===== src/logic/nes_host_params.svh =====
// NES host glue parameters
// register addresses, memory widths, slot timing and autofire rate

`ifndef NES_HOST_PARAMS_SVH
`define NES_HOST_PARAMS_SVH

// UART register map
`define NH_REG_CONF 8'h35 // loader configuration, bit 0 holds the loader in reset
`define NH_REG_ROM  8'h37 // ROM byte stream port
`define NH_REG_BTN1 8'h40 // loader buttons, port 1
`define NH_REG_BTN2 8'h41 // loader buttons, port 2

// memory bus widths
`define NH_ADDR_W 22 // 4MB space
`define NH_DATA_W 8

// slot sequencer
`define NH_PHASES    5 // clocks per console step
`define NH_NES_PHASE 4 // console runs on the last phase

// autofire half period in clocks
// short for simulation, a board build wants a few million
`define NH_AUTOFIRE_HALF 4

`endif

===== src/logic/nes_io_pkg.sv =====
// console side types
// pad bytes, button vector, slot phases and the memory request/command buses

`default_nettype none

`include "nes_host_params.svh"

package nes_io_pkg;

  // raw Dualshock bytes, active low
  // byte0: L D R U St R3 L3 Se, byte1: square X O triangle R1 L1 R2 L2
  typedef struct packed {
    logic [7:0] byte0;
    logic [7:0] byte1;
  } pad_raw_t;

  // console button order, active high, a in bit 0
  typedef struct packed {
    logic r;
    logic l;
    logic d;
    logic u;
    logic start;
    logic select;
    logic b;
    logic a;
  } nes_btn_t;

  // phases of the enable cycle
  typedef enum logic [2:0] {
    slot_mem  = 3'd0, // command issued to memory
    slot_act  = 3'd1,
    slot_rw   = 3'd2,
    slot_wait = 3'd3,
    slot_nes  = 3'(`NH_NES_PHASE) // console step, read data is back
  } slot_e;

  // console memory request
  typedef struct packed {
    logic [`NH_ADDR_W-1:0] addr;
    logic                  read_cpu;
    logic                  read_ppu;
    logic                  write;
    logic [`NH_DATA_W-1:0] dout;
  } nes_mem_req_t;

  // ROM loader write port
  typedef struct packed {
    logic [`NH_ADDR_W-1:0] addr;
    logic [`NH_DATA_W-1:0] data;
    logic                  write;
    logic                  refresh;
  } loader_wr_t;

  // single command bus into the memory controller
  typedef struct packed {
    logic                  read_a; // cpu port
    logic                  read_b; // ppu port
    logic                  write;
    logic                  refresh;
    logic [`NH_ADDR_W-1:0] addr;
    logic [`NH_DATA_W-1:0] din;
  } mem_cmd_t;

endpackage

`default_nettype wire


===== src/logic/host_bus_pkg.sv =====
// host bus types
// UART register writes and the byte stream handed to the ROM loader

`default_nettype none

`include "nes_host_params.svh"

package host_bus_pkg;

  // register addresses seen on the framed UART stream
  typedef enum logic [7:0] {
    reg_conf = `NH_REG_CONF,
    reg_rom  = `NH_REG_ROM,
    reg_btn1 = `NH_REG_BTN1,
    reg_btn2 = `NH_REG_BTN2
  } uart_reg_e;

  // one framed UART write, valid for a single cycle
  typedef struct packed {
    uart_reg_e               addr;
    logic [`NH_DATA_W-1:0]   data;
    logic                    write; // strobe
  } uart_wr_t;

  // byte toward the ROM loader
  typedef struct packed {
    logic [`NH_DATA_W-1:0] data;
    logic                  strobe; // one cycle per byte
  } loader_byte_t;

endpackage

`default_nettype wire


===== src/logic/nes_host_top.sv =====
// NES host glue top level
// UART register decode, two controller ports and the memory slot scheduler

`timescale 1ns/1ps
`default_nettype none

module nes_host_top (
  input  logic                        clk,
  input  logic                        sys_resetn,
  input  host_bus_pkg::uart_wr_t      uart_wr,
  input  nes_io_pkg::pad_raw_t        pad1_raw,
  input  nes_io_pkg::pad_raw_t        pad2_raw,
  input  logic                        joypad_strobe,
  input  logic [1:0]                  joypad_clock,
  input  nes_io_pkg::nes_mem_req_t    nes_req,
  input  nes_io_pkg::loader_wr_t      loader_wr,
  input  logic                        loader_done,
  output host_bus_pkg::loader_byte_t  loader_byte,
  output logic                        loader_reset,
  output logic [1:0]                  joypad_data,
  output nes_io_pkg::mem_cmd_t        mem_cmd,
  output logic                        run_nes
);

  import nes_io_pkg::*;

  nes_btn_t btn1; // loader buttons from the host
  nes_btn_t btn2;

  uart_reg_decode decode_i (
    .clk          (clk),
    .sys_resetn   (sys_resetn),
    .uart_wr      (uart_wr),
    .btn1         (btn1),
    .btn2         (btn2),
    .loader_byte  (loader_byte),
    .loader_reset (loader_reset)
  );

  joypad_port pad1_i (
    .clk           (clk),
    .sys_resetn    (sys_resetn),
    .pad_raw       (pad1_raw),
    .loader_btn    (btn1),
    .joypad_strobe (joypad_strobe),
    .joypad_clock  (joypad_clock[0]),
    .joypad_data   (joypad_data[0])
  );

  joypad_port pad2_i (
    .clk           (clk),
    .sys_resetn    (sys_resetn),
    .pad_raw       (pad2_raw),
    .loader_btn    (btn2),
    .joypad_strobe (joypad_strobe), // both ports latch together
    .joypad_clock  (joypad_clock[1]),
    .joypad_data   (joypad_data[1])
  );

  mem_slot_sched sched_i (
    .clk         (clk),
    .sys_resetn  (sys_resetn),
    .loader_done (loader_done),
    .nes_req     (nes_req),
    .loader_wr   (loader_wr),
    .mem_cmd     (mem_cmd),
    .run_nes     (run_nes)
  );

endmodule

`default_nettype wire


===== src/logic/mem_slot_sched.sv =====
// memory slot scheduler
// five-phase enable that splits each console step into memory and run
// slots, and the arbiter between loader writes and console requests

`timescale 1ns/1ps
`default_nettype none

`include "nes_host_params.svh"

module mem_slot_sched (
  input  logic                     clk,
  input  logic                     sys_resetn,
  input  logic                     loader_done,
  input  nes_io_pkg::nes_mem_req_t nes_req,
  input  nes_io_pkg::loader_wr_t   loader_wr,
  output nes_io_pkg::mem_cmd_t     mem_cmd,
  output logic                     run_nes
);

  import nes_io_pkg::*;

  //  phase   | mem | act | rw | wait | nes | mem |
  //  memory  | cmd | ACT | RW |      |dout |     |
  //  console                         | run |
  localparam slot_e LAST_SLOT = slot_e'(`NH_PHASES - 1);

  slot_e phase;
  logic  run_mem;
  logic  req_idle;

  always_ff @(posedge clk) begin
    if (!sys_resetn) begin
      phase <= slot_mem;
    end else if (!loader_done) begin
      phase <= slot_mem; // parked until the ROM is in
    end else if (phase == LAST_SLOT) begin
      phase <= slot_mem;
    end else begin
      phase <= slot_e'(phase + 3'd1);
    end
  end

  assign run_mem = loader_done && (phase == slot_mem);
  assign run_nes = loader_done && (phase == slot_nes);

  assign req_idle = !nes_req.read_cpu && !nes_req.read_ppu && !nes_req.write;

  // command bus, loader writes win on any cycle
  always_comb begin
    mem_cmd.read_a  = nes_req.read_cpu && run_mem;
    mem_cmd.read_b  = nes_req.read_ppu && run_mem;
    mem_cmd.write   = (nes_req.write && run_mem) || loader_wr.write;
    // keep the rows alive on idle slots and when the loader asks
    mem_cmd.refresh = (req_idle && !loader_wr.write && run_mem) ||
                      (loader_wr.refresh && !loader_wr.write);
    if (loader_wr.write) begin
      mem_cmd.addr = loader_wr.addr;
      mem_cmd.din  = loader_wr.data;
    end else begin
      mem_cmd.addr = nes_req.addr;
      mem_cmd.din  = nes_req.dout;
    end
  end

endmodule

`default_nettype wire


===== src/logic/joypad_port.sv =====
// controller port
// maps Dualshock bytes to console buttons, adds autofire on B and A,
// and serves the console through a latch-and-shift register

`timescale 1ns/1ps
`default_nettype none

`include "nes_host_params.svh"

module joypad_port (
  input  logic                 clk,
  input  logic                 sys_resetn,
  input  nes_io_pkg::pad_raw_t pad_raw,
  input  nes_io_pkg::nes_btn_t loader_btn,
  input  logic                 joypad_strobe,
  input  logic                 joypad_clock,
  output logic                 joypad_data
);

  import nes_io_pkg::*;

  localparam int AF_W = $clog2(`NH_AUTOFIRE_HALF + 1);
  localparam logic [AF_W-1:0] AF_RELOAD = AF_W'(`NH_AUTOFIRE_HALF - 1);

  logic [1:0]      af_btn; // [0] square, [1] triangle
  logic [1:0]      af_q;
  logic [AF_W-1:0] af_cnt [2];
  nes_btn_t        mapped;
  logic [7:0]      shift_q;
  logic            clock_q;
  logic            clock_fall;

  // autofire buttons, made active high
  assign af_btn[0] = ~pad_raw.byte1[7];
  assign af_btn[1] = ~pad_raw.byte1[4];

  // square wave per held button, both channels share this code
  always_ff @(posedge clk) begin
    if (!sys_resetn) begin
      af_q <= '0;
      for (int i = 0; i < 2; i++) begin
        af_cnt[i] <= '0;
      end
    end else begin
      for (int i = 0; i < 2; i++) begin
        if (!af_btn[i]) begin
          af_q[i]   <= 1'b0; // drops on release
          af_cnt[i] <= '0;
        end else if (af_cnt[i] == '0) begin
          af_q[i]   <= ~af_q[i];
          af_cnt[i] <= AF_RELOAD;
        end else begin
          af_cnt[i] <= af_cnt[i] - 1'b1;
        end
      end
    end
  end

  // Dualshock to console order
  always_comb begin
    mapped.r      = ~pad_raw.byte0[5];
    mapped.l      = ~pad_raw.byte0[7];
    mapped.d      = ~pad_raw.byte0[6];
    mapped.u      = ~pad_raw.byte0[4];
    mapped.start  = ~pad_raw.byte0[3];
    mapped.select = ~pad_raw.byte0[0];
    mapped.b      = ~pad_raw.byte1[6] | af_q[0]; // X or square autofire
    mapped.a      = ~pad_raw.byte1[5] | af_q[1]; // O or triangle autofire
  end

  assign clock_fall = clock_q && !joypad_clock;

  // console side shift register
  always_ff @(posedge clk) begin
    if (!sys_resetn) begin
      shift_q <= '0;
      clock_q <= 1'b0;
    end else begin
      clock_q <= joypad_clock;
      if (joypad_strobe) begin
        shift_q <= loader_btn | mapped; // reloads for as long as strobe is high
      end else if (clock_fall) begin
        shift_q <= {1'b0, shift_q[7:1]}; // zeros follow the last button
      end
    end
  end

  assign joypad_data = shift_q[0];

endmodule

`default_nettype wire


===== src/logic/uart_reg_decode.sv =====
// UART register decoder
// loader config, loader button registers and the ROM byte strobe

`timescale 1ns/1ps
`default_nettype none

module uart_reg_decode (
  input  logic                      clk,
  input  logic                      sys_resetn,
  input  host_bus_pkg::uart_wr_t    uart_wr,
  output nes_io_pkg::nes_btn_t      btn1,
  output nes_io_pkg::nes_btn_t      btn2,
  output host_bus_pkg::loader_byte_t loader_byte,
  output logic                      loader_reset
);

  import host_bus_pkg::*;

  logic conf_reset; // bit 0 of the conf register
  logic wr_conf;
  logic wr_rom;
  logic wr_btn1;
  logic wr_btn2;

  assign wr_conf = uart_wr.write && (uart_wr.addr == reg_conf);
  assign wr_rom  = uart_wr.write && (uart_wr.addr == reg_rom);
  assign wr_btn1 = uart_wr.write && (uart_wr.addr == reg_btn1);
  assign wr_btn2 = uart_wr.write && (uart_wr.addr == reg_btn2);

  always_ff @(posedge clk) begin
    if (wr_rom) begin
      loader_byte.data <= uart_wr.data; // held until the next ROM byte
    end

    if (!sys_resetn) begin
      conf_reset         <= 1'b0;
      btn1               <= '0;
      btn2               <= '0;
      loader_byte.strobe <= 1'b0;
    end else begin
      loader_byte.strobe <= wr_rom;
      if (wr_conf) begin
        conf_reset <= uart_wr.data[0];
      end
      if (wr_btn1) begin
        btn1 <= uart_wr.data;
      end
      if (wr_btn2) begin
        btn2 <= uart_wr.data;
      end
    end
  end

  // loader stays in reset with the system, or while the host holds it
  assign loader_reset = !sys_resetn || conf_reset;

endmodule

`default_nettype wire


===== config.mk =====
export PLATFORM = sky130hd
export DESIGN_NAME = nes_host_top
export DESIGN_NICKNAME = d
export VERILOG_FILES = /design/src/logic/nes_io_pkg.sv /design/src/logic/host_bus_pkg.sv /design/src/logic/nes_host_top.sv /design/src/logic/mem_slot_sched.sv /design/src/logic/joypad_port.sv /design/src/logic/uart_reg_decode.sv
export VERILOG_INCLUDE_DIRS = /design/src /design/src/logic
export SDC_FILE = /design/constraint.sdc
export NUM_CORES = 1
export LEC_CHECK = 0
export BUFFER_PORTS_ARGS = -buffer_cell sky130_fd_sc_hd__buf_2
export CORE_ASPECT_RATIO = 0.75
export CORE_UTILIZATION = 25
export DETAILED_ROUTE_END_ITERATION = 10
export PLACE_DENSITY = 0.51
export SLEW_MARGIN = 20
export SYNTH_ARGS = -nofsm -noshare
export SYNTH_HDL_FRONTEND = slang
export SYNTH_SLANG_ARGS = --single-unit

===== constraint.sdc =====
create_clock -name clk -period 2.4 [get_ports clk]
set_clock_uncertainty 0.15 [all_clocks]
set_input_delay 0.12 -clock clk [delete_from_list [all_inputs] [get_ports clk]]
set_output_delay 0.12 -clock clk [all_outputs]
set_load 0.005 [all_outputs]

==> metrics.md <==
| Metric | Value |
|---|---|
| Status | complete, no violations |
| Clock root cell | clkbuf_16 |
| Final #Nets | 626 |
| Most frequent cell after synthesis | dfxtp_1 |
| Layout cell share with drive strength beyond 1 | 0.347 |
| Max VDD drop | 0.287 mV |
| Final period utilization | 0.741 |
| N_diodes | 0 |
| Sequential fraction of the synthesis area | 0.467 |
| Fin Setup TNS | 0 ns |
| Clock Latency Late Sink | 0.33 ns |
| EDFF count, synth | 20 |
| Hold Crit Class | in -> reg |
| Worst-path fanout max | 4 |
| Gp weighted congestion | 0.732 |
| Peak Freq | 562 MHz |
| Post-layout instance area | 4680 um^2 |
| Clock-pin transition on the worst setup and hold timing paths | 0.05 ns |
| Cell Area, Synth | 3130 um^2 |
| Drt drc | 0 |
| DR pass1 iterations | 4 |
| DR vias | 2765 |
| Hold path start | pad2_raw[7] |
| Initial antenna violation count | 0 |
| Power per cell area | 600 nW/um^2 |
| First-pass GRT wire length | 13.8 mm |
| Post-Syn Instances | 304 |
| Chip height | 98.9 um |
| Synth top area cells | dfxtp_1 27%, edfxtp_1 19%, mux2_1 12% |
| CP Capture Type | primary output |
| Actual slew at the worst max-slew pin | 0.684 ns |
| Unique cell type count in the Yosys netlist | 35 |
| CP required | 2.13 ns |
| Largest net degree at the start of global routing | 39 |
| Count of input and output buffers | 154 |
| I/O Pins | 167 |
| H-tree Lvls | 3 |
| Final setup fails | 0 |
| Clk buf depth | 2 |
| Inst Count DP | 618 |
| Chip Width | 131 um |
| Initial core utilization | 0.263 |
| Mean Syn Cell Area | 10.3 um^2 |
| CP Data Arrival Time | 1.51 ns |
| Post-Layout Cell Count | 663 |
| Setup crit start | sched_i.phase[0] |
| PostCTS Resize Cnt | 0 |
| Placeable Area | 11900 um^2 |
| GRT Total Usage | 0.136 |
| Synth-to-Final Area Change | 49.6% |
| Post-synth top flop | dfxtp_1 |
| Placed Instance Area | 4100 um^2 |
| Clk sink count | 63 |
| Vias/cell | 4.17 |
| Vias in the first global route | 2713 |
| Cell Rows | 34 |
| Util after Layout | 0.393 |
| Max-Cap Viols | 0 |
| Minimum clock period | 1.78 ns |
| Hold Fails Final Rpt | 0 |
| RSZ-0062 raised after global routing | false |
| CTS tree | done |
| FF+latch count, synth | 63 |
| Critical path type | reg -> out |
| Reg2reg start | pad2_i.clock_q |
| Antenna Nets Post-Route | 0 |
| Drt initial violations | 108 |
| WL final | 8.39 mm |
| Cts bufs inserted | 9 |
| Slew Viols, Final | 0 |
| Top cells by count, synth | 43 x dfxtp_1, 41 x nand2_1, 32 x mux2_1 |
| Post-synth ARST share | 0 |
| Die area | 13000 um^2 |
| Fill cell count | 1220 |
| Grt ovf | 0 |
| Slew HR | 0.544 |
| WL per Instance | 12.7 um |
| Lkg Pwr | 2.09 nW |
| Yosys Warn Count | 0 |
| Cell taking the most area after synthesis | dfxtp_1 |
| Startpoint types | register |
| Area fraction of the dominant cell type after synthesis | 0.275 |
| Hpwl dp | 6.74 mm |
routing by layer:
metal,vias up,part of all wire,GRT usage
met5,-,0,0
met4,0,0.014,0.0462
met3,11,0.036,0.0355
met2,45,0.44,0.200
met1,1284,0.51,0.192
li1,1425,-,-
through the flow:
stage | total power [W] | setup WS (ns) | hold slack, ns
finish | 0.00281 | 0.621 | 0.00456
global route | 0.00294 | 0.489 | 0.00765
CTS | 0.00285 | 0.600 | 0.00143
detailed placement | 0.00153 | 0.631 | 0.168
global placement | 0.00152 | 0.660 | 0.166
floorplan | 0.00136 | 0.843 | 0.0689
placed cells by master (no fill, tap or decap), drive strengths merged:
cell type,n
o31ai,4
or4b,2
nand2,41
conb,12
ha,10
and3,3
clkinv,3
and2,5
bufinv,1
a21o,1
xor2,4
edfxtp,20
o21ai,8
buf,157
a21oi,26
and3b,1
nand4bb,1
inv,15
nand3b,2
mux2i,30
nand2b,12
o221a,2
nor2,13
mux2,32
nor2b,2
dlygate4sd3,29
clkbuf,12
nor3b,3
o311ai,1
nand4b,1
dfxtp,43
o41ai,1
nand3,1
nor3,3
worst max-delay path: stages (launching register included):
cell and delay, ns:
dfxtp_1 0.35, inv_1 0.05, ha_1 0.22, and3b_1 0.23, a21oi_1 0.14, nor2_1 0.05
buf_2 0.15
layout make-up:
class	count	area (um^2)	area share
multi-input cells	221	1590	0.339
flip-flops and latches	63	1460	0.312
repair buffers	186	1080	0.231
clock buffers	12	246	0.0526
well taps	162	203	0.0433
inverters	15	56.3	0.0120
clock inverters	4	45.0	0.00962
sequential cells by signal, indices dropped and copies added, names as in the netlist:
name	flops
pad2_i.af_q	2
pad2_i.af_cnt	6
decode_i.btn2	8
pad1_i.af_cnt	6
pad1_i.clock_q	1
pad1_i.af_q	2
sched_i.phase	3
decode_i.btn1	8
pad1_i.shift_q	8
decode_i.loader_byte	9
pad2_i.shift_q	8
pad2_i.clock_q	1
decode_i.conf_reset	1
logic make-up (layout without fill, tap and decap cells):
family / count (synthesis) / after routing / synth area share
AO/OA/AOI/OAI: 43 / 43 / 0.0791
adder cells (fa/ha/maj): 10 / 10 / 0.0400
flip-flops: 63 / 63 / 0.467
buffers and inverters: 31 / 217 / 0.0396
other: 1 / 12 / 0.00120
multiplexers: 62 / 62 / 0.211
XOR/XNOR: 4 / 4 / 0.0112
AND/OR/NAND/NOR: 90 / 90 / 0.151
power breakdown:
| group | switching [W] | leakage [nW] | total, W | internal (W) |
|---|---|---|---|---|
| Sequential | 0.0000188 | 0.547 | 0.00116 | 0.00114 |
| Combinational | 0.000175 | 1.40 | 0.000384 | 0.000209 |
| Clock | 0.000439 | 0.146 | 0.00126 | 0.000826 |
final timing paths:
check                                          to  slack [ns]  cells past startpoint
worst max-delay path                  mem_cmd[30]        0.62                      6
worst min-delay path               pad2_i.af_q[0]       0.005                      3
worst max register to register  pad2_i.shift_q[5]        0.97                      4
worst min register to register   sched_i.phase[0]        0.30                      1
what timing repair did:
item                                   4_1_cts  5_1_grt
endpoints found under the hold margin       47        0
hold buffers                                29        0
setup endpoints to repair                    0        0
buffers inserted                             0        0
Note: power is estimated with default switching activity, not from simulation.
